==> src/rtl/riscvPkg.sv <==
package riscvPkg;

   localparam int XLEN       = 32;
   localparam int REG_ADDR_W = 5;
   localparam int NUM_REGS   = 1 << REG_ADDR_W;

   typedef logic [XLEN-1:0]       word_t;
   typedef logic [REG_ADDR_W-1:0] regAddr_t;

   // major opcodes, instr[6:0]
   localparam logic [6:0] OP_LOAD   = 7'b0000011;
   localparam logic [6:0] OP_IMM    = 7'b0010011;
   localparam logic [6:0] OP_AUIPC  = 7'b0010111;
   localparam logic [6:0] OP_STORE  = 7'b0100011;
   localparam logic [6:0] OP_REG    = 7'b0110011;
   localparam logic [6:0] OP_LUI    = 7'b0110111;
   localparam logic [6:0] OP_BRANCH = 7'b1100011;
   localparam logic [6:0] OP_JALR   = 7'b1100111;
   localparam logic [6:0] OP_JAL    = 7'b1101111;

   typedef enum logic [3:0] {
      ALU_ADD,
      ALU_SUB,
      ALU_AND,
      ALU_OR,
      ALU_XOR,
      ALU_SLT,
      ALU_SLTU,
      ALU_SLL,
      ALU_SRL,
      ALU_SRA,
      ALU_PASSB  // lui
   } aluOp_t;

   typedef enum logic [2:0] {
      IMM_I,
      IMM_S,
      IMM_B,
      IMM_J,
      IMM_U
   } immFmt_t;

   typedef enum logic [1:0] {
      RES_ALU,
      RES_MEM,
      RES_PCPLUS4  // link value for jal/jalr
   } resultSrc_t;

   typedef enum logic [1:0] {
      PC_PLUS4,
      PC_TARGET,  // pc + imm
      PC_JALR     // alu result, bit 0 cleared
   } pcSel_t;

   typedef struct packed {
      logic       regWrite;
      logic       memWrite;
      logic       memStrobe;
      immFmt_t    immFmt;
      logic       aluSrcAisPc;
      logic       aluSrcBisImm;
      aluOp_t     aluOp;
      resultSrc_t resultSrc;
      logic       isBranch;
      logic       isJal;
      logic       isJalr;
   } ctrl_t;

   typedef struct packed {
      logic zero;          // a - b == 0
      logic lessSigned;
      logic lessUnsigned;
   } aluFlags_t;

endpackage

==> src/rtl/alu.sv <==
`timescale 1ns/1ps

module alu (
   input  riscvPkg::word_t     a,
   input  riscvPkg::word_t     b,
   input  riscvPkg::aluOp_t    aluOp,
   output riscvPkg::word_t     result,
   output riscvPkg::aluFlags_t flags
);
   import riscvPkg::*;

   logic  subtract;
   word_t bOperand;
   word_t sum;

   // one adder for add, sub and the branch zero flag
   assign subtract = (aluOp == ALU_SUB);
   assign bOperand = subtract ? ~b : b;
   assign sum      = a + bOperand + {{(XLEN-1){1'b0}}, subtract};

   assign flags.zero         = (sum == '0);  // valid when subtracting
   assign flags.lessSigned   = $signed(a) < $signed(b);
   assign flags.lessUnsigned = a < b;

   always_comb begin
      case (aluOp)
         ALU_ADD,
         ALU_SUB:   result = sum;
         ALU_AND:   result = a & b;
         ALU_OR:    result = a | b;
         ALU_XOR:   result = a ^ b;
         ALU_SLT:   result = {{(XLEN-1){1'b0}}, flags.lessSigned};
         ALU_SLTU:  result = {{(XLEN-1){1'b0}}, flags.lessUnsigned};
         ALU_SLL:   result = a << b[4:0];
         ALU_SRL:   result = a >> b[4:0];
         ALU_SRA:   result = $signed(a) >>> b[4:0];  // keeps sign
         ALU_PASSB: result = b;
         default:   result = sum;
      endcase
   end

endmodule

==> src/rtl/immExtend.sv <==
`timescale 1ns/1ps

module immExtend (
   input  riscvPkg::word_t   instr,
   input  riscvPkg::immFmt_t immFmt,
   output riscvPkg::word_t   imm
);
   import riscvPkg::*;

   always_comb begin
      case (immFmt)
         IMM_I:   imm = {{20{instr[31]}}, instr[31:20]};
         IMM_S:   imm = {{20{instr[31]}}, instr[31:25], instr[11:7]};
         IMM_B:   imm = {{20{instr[31]}}, instr[7], instr[30:25], instr[11:8], 1'b0};
         IMM_J: begin
            imm = {{12{instr[31]}}, instr[19:12], instr[20], instr[30:21], 1'b0};
         end
         IMM_U:   imm = {instr[31:12], 12'b0};
         default: imm = '0;
      endcase
   end

endmodule

==> src/rtl/instrDecoder.sv <==
`timescale 1ns/1ps

module instrDecoder (
   input  riscvPkg::word_t     instr,
   input  riscvPkg::aluFlags_t flags,
   output riscvPkg::ctrl_t     ctrl,
   output riscvPkg::pcSel_t    pcSel
);
   import riscvPkg::*;

   logic [6:0] opcode;
   logic [2:0] funct3;
   logic       funct7b5;
   aluOp_t     funcOp;
   logic       taken;

   assign opcode   = instr[6:0];
   assign funct3   = instr[14:12];
   assign funct7b5 = instr[30];

   // ALU decode for R-type and I-type arithmetic
   always_comb begin
      case (funct3)
         3'b000:  funcOp = (opcode == OP_REG && funct7b5) ? ALU_SUB : ALU_ADD;
         3'b001:  funcOp = ALU_SLL;
         3'b010:  funcOp = ALU_SLT;
         3'b011:  funcOp = ALU_SLTU;
         3'b100:  funcOp = ALU_XOR;
         3'b101:  funcOp = funct7b5 ? ALU_SRA : ALU_SRL;  // srai also sets bit 30
         3'b110:  funcOp = ALU_OR;
         default: funcOp = ALU_AND;
      endcase
   end

   // main decoder; anything unknown leaves every field inactive
   always_comb begin
      ctrl = '0;
      case (opcode)
         OP_REG: begin
            ctrl.regWrite = 1'b1;
            ctrl.aluOp    = funcOp;
         end
         OP_IMM: begin
            ctrl.regWrite     = 1'b1;
            ctrl.aluSrcBisImm = 1'b1;
            ctrl.aluOp        = funcOp;
         end
         OP_LOAD: begin
            ctrl.regWrite     = 1'b1;
            ctrl.memStrobe    = 1'b1;
            ctrl.aluSrcBisImm = 1'b1;
            ctrl.resultSrc    = RES_MEM;
         end
         OP_STORE: begin
            ctrl.memWrite     = 1'b1;
            ctrl.memStrobe    = 1'b1;
            ctrl.immFmt       = IMM_S;
            ctrl.aluSrcBisImm = 1'b1;
         end
         OP_BRANCH: begin
            ctrl.immFmt   = IMM_B;
            ctrl.aluOp    = ALU_SUB;  // flags compare rs1 with rs2
            ctrl.isBranch = 1'b1;
         end
         OP_JAL: begin
            ctrl.regWrite  = 1'b1;
            ctrl.immFmt    = IMM_J;
            ctrl.resultSrc = RES_PCPLUS4;
            ctrl.isJal     = 1'b1;
         end
         OP_JALR: begin
            ctrl.regWrite     = 1'b1;
            ctrl.aluSrcBisImm = 1'b1;
            ctrl.resultSrc    = RES_PCPLUS4;
            ctrl.isJalr       = 1'b1;
         end
         OP_LUI: begin
            ctrl.regWrite     = 1'b1;
            ctrl.immFmt       = IMM_U;
            ctrl.aluSrcBisImm = 1'b1;
            ctrl.aluOp        = ALU_PASSB;
         end
         OP_AUIPC: begin
            ctrl.regWrite     = 1'b1;
            ctrl.immFmt       = IMM_U;
            ctrl.aluSrcAisPc  = 1'b1;
            ctrl.aluSrcBisImm = 1'b1;
         end
         default: ;
      endcase
   end

   always_comb begin
      case (funct3)
         3'b000:  taken = flags.zero;           // beq
         3'b001:  taken = ~flags.zero;          // bne
         3'b100:  taken = flags.lessSigned;     // blt
         3'b101:  taken = ~flags.lessSigned;    // bge
         3'b110:  taken = flags.lessUnsigned;   // bltu
         3'b111:  taken = ~flags.lessUnsigned;  // bgeu
         default: taken = 1'b0;
      endcase
   end

   assign pcSel = ctrl.isJalr ? PC_JALR :
                  (ctrl.isJal || (ctrl.isBranch && taken)) ? PC_TARGET : PC_PLUS4;

endmodule

==> src/rtl/programCounter.sv <==
`timescale 1ns/1ps

module programCounter (
   input  logic             clk,
   input  logic             reset,
   input  logic             pcReady,
   input  riscvPkg::pcSel_t pcSel,
   input  riscvPkg::word_t  imm,
   input  riscvPkg::word_t  jalrTarget,
   output riscvPkg::word_t  pc,
   output riscvPkg::word_t  pcPlus4
);
   import riscvPkg::*;

   word_t pcTarget;
   word_t pcNext;

   assign pcPlus4  = pc + 32'd4;
   assign pcTarget = pc + imm;  // branch and jal

   always_comb begin
      case (pcSel)
         PC_TARGET: pcNext = pcTarget;
         PC_JALR:   pcNext = {jalrTarget[XLEN-1:1], 1'b0};
         default:   pcNext = pcPlus4;
      endcase
   end

   // holds while pcReady is low
   always_ff @(posedge clk or posedge reset) begin
      if (reset) begin
         pc <= '0;
      end else if (pcReady) begin
         pc <= pcNext;
      end
   end

endmodule

==> src/rtl/registerFile.sv <==
`timescale 1ns/1ps

module registerFile (
   input  logic               clk,
   input  logic               we,
   input  riscvPkg::regAddr_t rs1,
   input  riscvPkg::regAddr_t rs2,
   input  riscvPkg::regAddr_t rd,
   input  riscvPkg::word_t    wd,
   output riscvPkg::word_t    rd1,
   output riscvPkg::word_t    rd2
);
   import riscvPkg::*;

   word_t regs [NUM_REGS];

   always_ff @(posedge clk) begin
      if (we && rd != '0) begin  // x0 never written
         regs[rd] <= wd;
      end
   end

   assign rd1 = (rs1 != '0) ? regs[rs1] : '0;
   assign rd2 = (rs2 != '0) ? regs[rs2] : '0;

endmodule

==> src/rtl/riscvSingle.sv <==
`timescale 1ns/1ps

module riscvSingle (
   input  logic            clk,
   input  logic            reset,
   input  riscvPkg::word_t instr,
   input  riscvPkg::word_t readData,
   input  logic            pcReady,
   output riscvPkg::word_t pc,
   output riscvPkg::word_t dataAddr,
   output riscvPkg::word_t writeData,
   output logic            memWrite,
   output logic            memStrobe
);
   import riscvPkg::*;

   ctrl_t     ctrl;
   pcSel_t    pcSel;
   aluFlags_t flags;
   word_t     pcPlus4;
   word_t     imm;
   word_t     rd1, rd2;
   word_t     srcA, srcB;
   word_t     aluResult;
   word_t     result;

   instrDecoder i_instrDecoder (
      .instr (instr),
      .flags (flags),
      .ctrl  (ctrl),
      .pcSel (pcSel)
   );

   programCounter i_programCounter (
      .clk        (clk),
      .reset      (reset),
      .pcReady    (pcReady),
      .pcSel      (pcSel),
      .imm        (imm),
      .jalrTarget (aluResult),
      .pc         (pc),
      .pcPlus4    (pcPlus4)
   );

   registerFile i_registerFile (
      .clk (clk),
      .we  (ctrl.regWrite),
      .rs1 (instr[19:15]),
      .rs2 (instr[24:20]),
      .rd  (instr[11:7]),
      .wd  (result),
      .rd1 (rd1),
      .rd2 (rd2)
   );

   immExtend i_immExtend (
      .instr  (instr),
      .immFmt (ctrl.immFmt),
      .imm    (imm)
   );

   assign srcA = ctrl.aluSrcAisPc ? pc : rd1;  // auipc takes pc
   assign srcB = ctrl.aluSrcBisImm ? imm : rd2;

   alu i_alu (
      .a      (srcA),
      .b      (srcB),
      .aluOp  (ctrl.aluOp),
      .result (aluResult),
      .flags  (flags)
   );

   // write-back select
   always_comb begin
      case (ctrl.resultSrc)
         RES_MEM:     result = readData;
         RES_PCPLUS4: result = pcPlus4;
         default:     result = aluResult;
      endcase
   end

   assign dataAddr  = aluResult;
   assign writeData = rd2;  // sw only, full word
   assign memWrite  = ctrl.memWrite;
   assign memStrobe = ctrl.memStrobe;

endmodule
==> config.mk <==
export PLATFORM = sky130hd
export DESIGN_NAME = riscvSingle
export DESIGN_NICKNAME = d
export VERILOG_FILES = /design/src/rtl/riscvPkg.sv /design/src/rtl/alu.sv /design/src/rtl/immExtend.sv /design/src/rtl/instrDecoder.sv /design/src/rtl/programCounter.sv /design/src/rtl/registerFile.sv /design/src/rtl/riscvSingle.sv
export SDC_FILE = /design/constraint.sdc
export NUM_CORES = 2
export LEC_CHECK = 0
export BUFFER_PORTS_ARGS = -buffer_cell sky130_fd_sc_hd__buf_2
export CAP_MARGIN = 20
export CORE_MARGIN = 2
export CORE_UTILIZATION = 55
export CTS_CLUSTER_SIZE = 24
export DETAILED_ROUTE_END_ITERATION = 6
export HOLD_SLACK_MARGIN = 0.03
export PLACE_DENSITY = 0.74
export SETUP_SLACK_MARGIN = 0.5
export SYNTH_ARGS = -nofsm -noshare
export SYNTH_HDL_FRONTEND = slang
export SYNTH_SLANG_ARGS = --single-unit
export TNS_END_PERCENT = 20
==> constraint.sdc <==
create_clock -name clk -period 12.7 [get_ports clk]
set_input_delay 3.175 -clock clk [delete_from_list [all_inputs] [get_ports clk]]
set_output_delay 3.175 -clock clk [all_outputs]
set_load 0.01 [all_outputs]
==> impl_results.md <==
- Outcome: finished, violations left
- Failing checks: design-rule violations
- Psw: 0.00376 W
- Fillers: about 8000
- Die area: between 100000 and 150000 µm²
- Ports: approximately 170
- PortBufs: 164
- Worst-path clk slew: approximately 0.07 ns
- Post-synth EDFFs: just over 1000
- Skew final: roughly 0.079 ns
- Worst path required time: roughly 9.5 ns
- Worst R2R Path Depth: 20
- Hpwl dp: approximately 140000 µm
- Leakage power: 24.2 nW
- WL/cell: ~38 µm
- Total power: 0.0112 W
- Die height: 340 µm
- Vias/cell: 7.43
- Hold Buf Count CTS: 0
- Cell row count: 123
- CP Launch Type: input pin
- Peak VDD IR: about 0.16 mV
- Setup Viol. Count Final: 0
- CTS sink cnt: approximately 1100
- Reg2reg start: i_registerFile.regs[7][21]$_DFFE_PP_
- Max-slew violations: 0
- Net Sw Frac: 0.335
- WS Path Type: in -> out
- Multi-input logic area: around 29000 µm²
- Tmin final: 12.19 ns
- Pwr/cell area: about 160 nW/µm²
- Longest Clk Path Bufs: 3
- Critical path startpoint: instr[15]
- Tcrit/Tclk final: 0.960
- Combinational share of power: 0.304
- GR Layer Usage met1: 0.511
- Setup TNS: 0 ns
- Largest net degree at the start of global routing: 78
- CTS tree: done
- Remaining DRCs: 2
- DP Worst Slack: a little under 0.4 ns
- Initial DRC count: between 7000 and 8000
- Vias in the first global route: between 40000 and 50000
- Tot GR Track Use: 0.396
- Relative slew margins: 0.212
- Total CTS buffers: 106
- Worst hold start: i_programCounter.pc[2]$_DFFE_PP0P_
- Hold Crit Depth: 2
- Synth Instances: ~4200
- Final hold vios: 0
- Arr. time, crit path: 9.02 ns
- # Post-CTS Setup Buffers: 0
- Met2 Use GR: 0.588
- TritonRoute pass-1 iters: 7
- Worst R2R Setup Slack: 4.83 ns
- Via count: approximately 45000
- First-pass GRT wire length: roughly 320000 µm
- Busiest grt layer: met2
- Slew @ Worst Pin: between 1 and 1.5 ns
- Skew-Pair Late Insertion Delay: about 0.75 ns
- Routability congestion estimate: around 1.1
- Min setup slack post-route: about 0.51 ns
- Root cell of the clock tree: clkbuf_16
- Core area: roughly 110000 µm²
- Synthesis-stage register bit count: between 1000 and 1500
- H-Tree Depth: 3
- Max capacitance violation total: 0
- Grt ovf: 0
- Antenna violations before repair: 8
- HP Class: reg -> reg
- Crit. End Element: output port
- Mapped cell area: ~62000 µm²
- Internal power: 0.00746 W
- Area grow syn2layout: 12.2%
- Sequential area share after synthesis: 0.509
- Worst hold slack: between 0.6 and 0.7 ns
- Async SR Flop Fraction: 0.0303
- Yosys warns: 0
- Syn_area_per_cell: approximately 15 µm²
- Synth cell types: between 100 and 150
- Reg power frac: 0.407
- Sequential cell area: ~32000 µm²
- Fraction of layout cells with a size suffix above 1: 0.305
- Layout net count: ~4700
- F_max: 82.0 MHz
- Chip Width: 340 µm
- FF-to-FF End: i_programCounter.pc[27]$_DFFE_PP0P_
- Unrepaired setup endpoints after global routing: yes
- Clock share of power: 0.289
- Final ANT Viol Nets: 0
- Final core utilization: 0.620
- End of the critical path: dataAddr[19]
- Final wirelength: around 230000 µm
- Initial Util: 0.552
- Met3 Use GR: 0.123
- Primary FF master, synth: edfxtp_1
- Largest fanout on the critical path: 26
layout by cell type (no fill, tap or decap), types with 80 or more instances in the layout:
cell       instances
xnor2_1           80
inv_1            159
nor2_1           227
clkbuf_16        107
o21ai_0          126
mux2i_1          109
nand2_1          243
buf_4            207
ha_1             158
buf_2            156
a21oi_1          224
mux4_2           603
edfxtp_1        1024
worst max-delay path: stages:
cell,delay [ns]
buf_8,0.31
buf_12,0.23
buf_12,0.21
buf_4,0.26
mux4_1,0.60
mux4_2,0.53
and4_1,0.26
a221o_1,0.44
or3_1,0.42
and2_4,0.19
mux2i_4,0.23
o22ai_1,0.30
o21ai_0,0.22
o21ai_0,0.18
a221o_1,0.35
o21ai_0,0.72
inv_1,0.09
buf_2,0.17
synthesized netlist by cell type, drive strengths merged (9+ instances only):
cell	instances	area, µm²
edfxtp	1024	30700
mux4	633	14400
nor2	263	1020
a21oi	255	1300
nand2	245	925
inv	168	631
buf	163	1060
ha	161	2010
o21ai	157	801
clkbuf	147	661
mux2i	113	1160
xnor2	80	701
a22oi	61	463
mux2	57	642
a21o	55	413
nand3	50	250
nor3	49	255
xor2	36	315
a221oi	34	304
dfrtp	32	801
o221ai	31	272
a31oi	28	181
o22ai	27	183
a211oi	24	180
and2	24	153
nand2b	18	115
and3	17	106
nand4	17	106
o211ai	16	144
nor2b	15	93.8
or3	15	98.8
o21a	14	105
a221o	11	110
o21bai	11	86.3
nand3b	10	87.6
or2	10	62.6
and4	9	81.3
area by class of cell:
cell class	count	area share
tap	1500	0.0270
multi-input combinational	2682	0.413
inverter	169	0.00912
antenna	3	0.000108
clock inverter	78	0.0127
clock buffer	115	0.0386
sequential	1056	0.454
timing repair buffer	412	0.0463
state kept, by name, indices dropped and copies added, names as in the netlist:
register             count
i_programCounter.pc     32
i_registerFile.regs   1024
timing repair:
action / 4_1_cts / 5_1_grt
pin swaps: 0 / 2
resized for setup: 2 / 13
endpoints found under the setup margin: 5 / 11
cloned: 0 / 1
through the flow:
stage | cell area (µm²) | cells
after floorplan | 62200 | 4217
after global routing | 69500 | 6012
after global placement | 65700 | 5807
after CTS | 69400 | 6004
final | 69600 | 6015
after detailed placement | 65800 | 5811
per-layer routing:
metal,vias up,share of wire
met5,-,0.00014
met4,6,0.070
met3,857,0.15
met2,3915,0.44
met1,22500,0.34
li1,17400,-
cells by family (layout without fill, tap and decap cells):
family | after synthesis | in the layout | synth area share
muxes | 803 | 803 | 0.261
and+or+nand+nor | 768 | 768 | 0.0576
AOI/OAI and AO/OA | 800 | 800 | 0.0848
adders and majority gates | 163 | 163 | 0.0332
other | 1 | 35 | 0.0000605
xor gates and xnor gates | 116 | 116 | 0.0164
buffers and inverters | 479 | 774 | 0.0380
DFF | 1056 | 1056 | 0.509
power groups by stage:
stage | sequential [W] | combinational (W) | clock (W)
final | 0.00457 | 0.00341 | 0.00324
after floorplan | 0.00464 | 0.00192 | 0
after global routing | 0.00458 | 0.00358 | 0.00338
after CTS | 0.00457 | 0.00323 | 0.00325
after detailed placement | 0.00464 | 0.00320 | 0
after global placement | 0.00464 | 0.00313 | 0
worst min-delay path by stage:
stage / end
2_1_floorplan: i_programCounter.pc[17]$_DFFE_PP0P_
3_3_place_gp: i_programCounter.pc[2]$_DFFE_PP0P_
3_5_place_dp: i_programCounter.pc[2]$_DFFE_PP0P_
4_1_cts: i_programCounter.pc[2]$_DFFE_PP0P_
5_1_grt: i_programCounter.pc[31]$_DFFE_PP0P_
6_report: i_programCounter.pc[2]$_DFFE_PP0P_
Power figures use the tool's default switching activity.
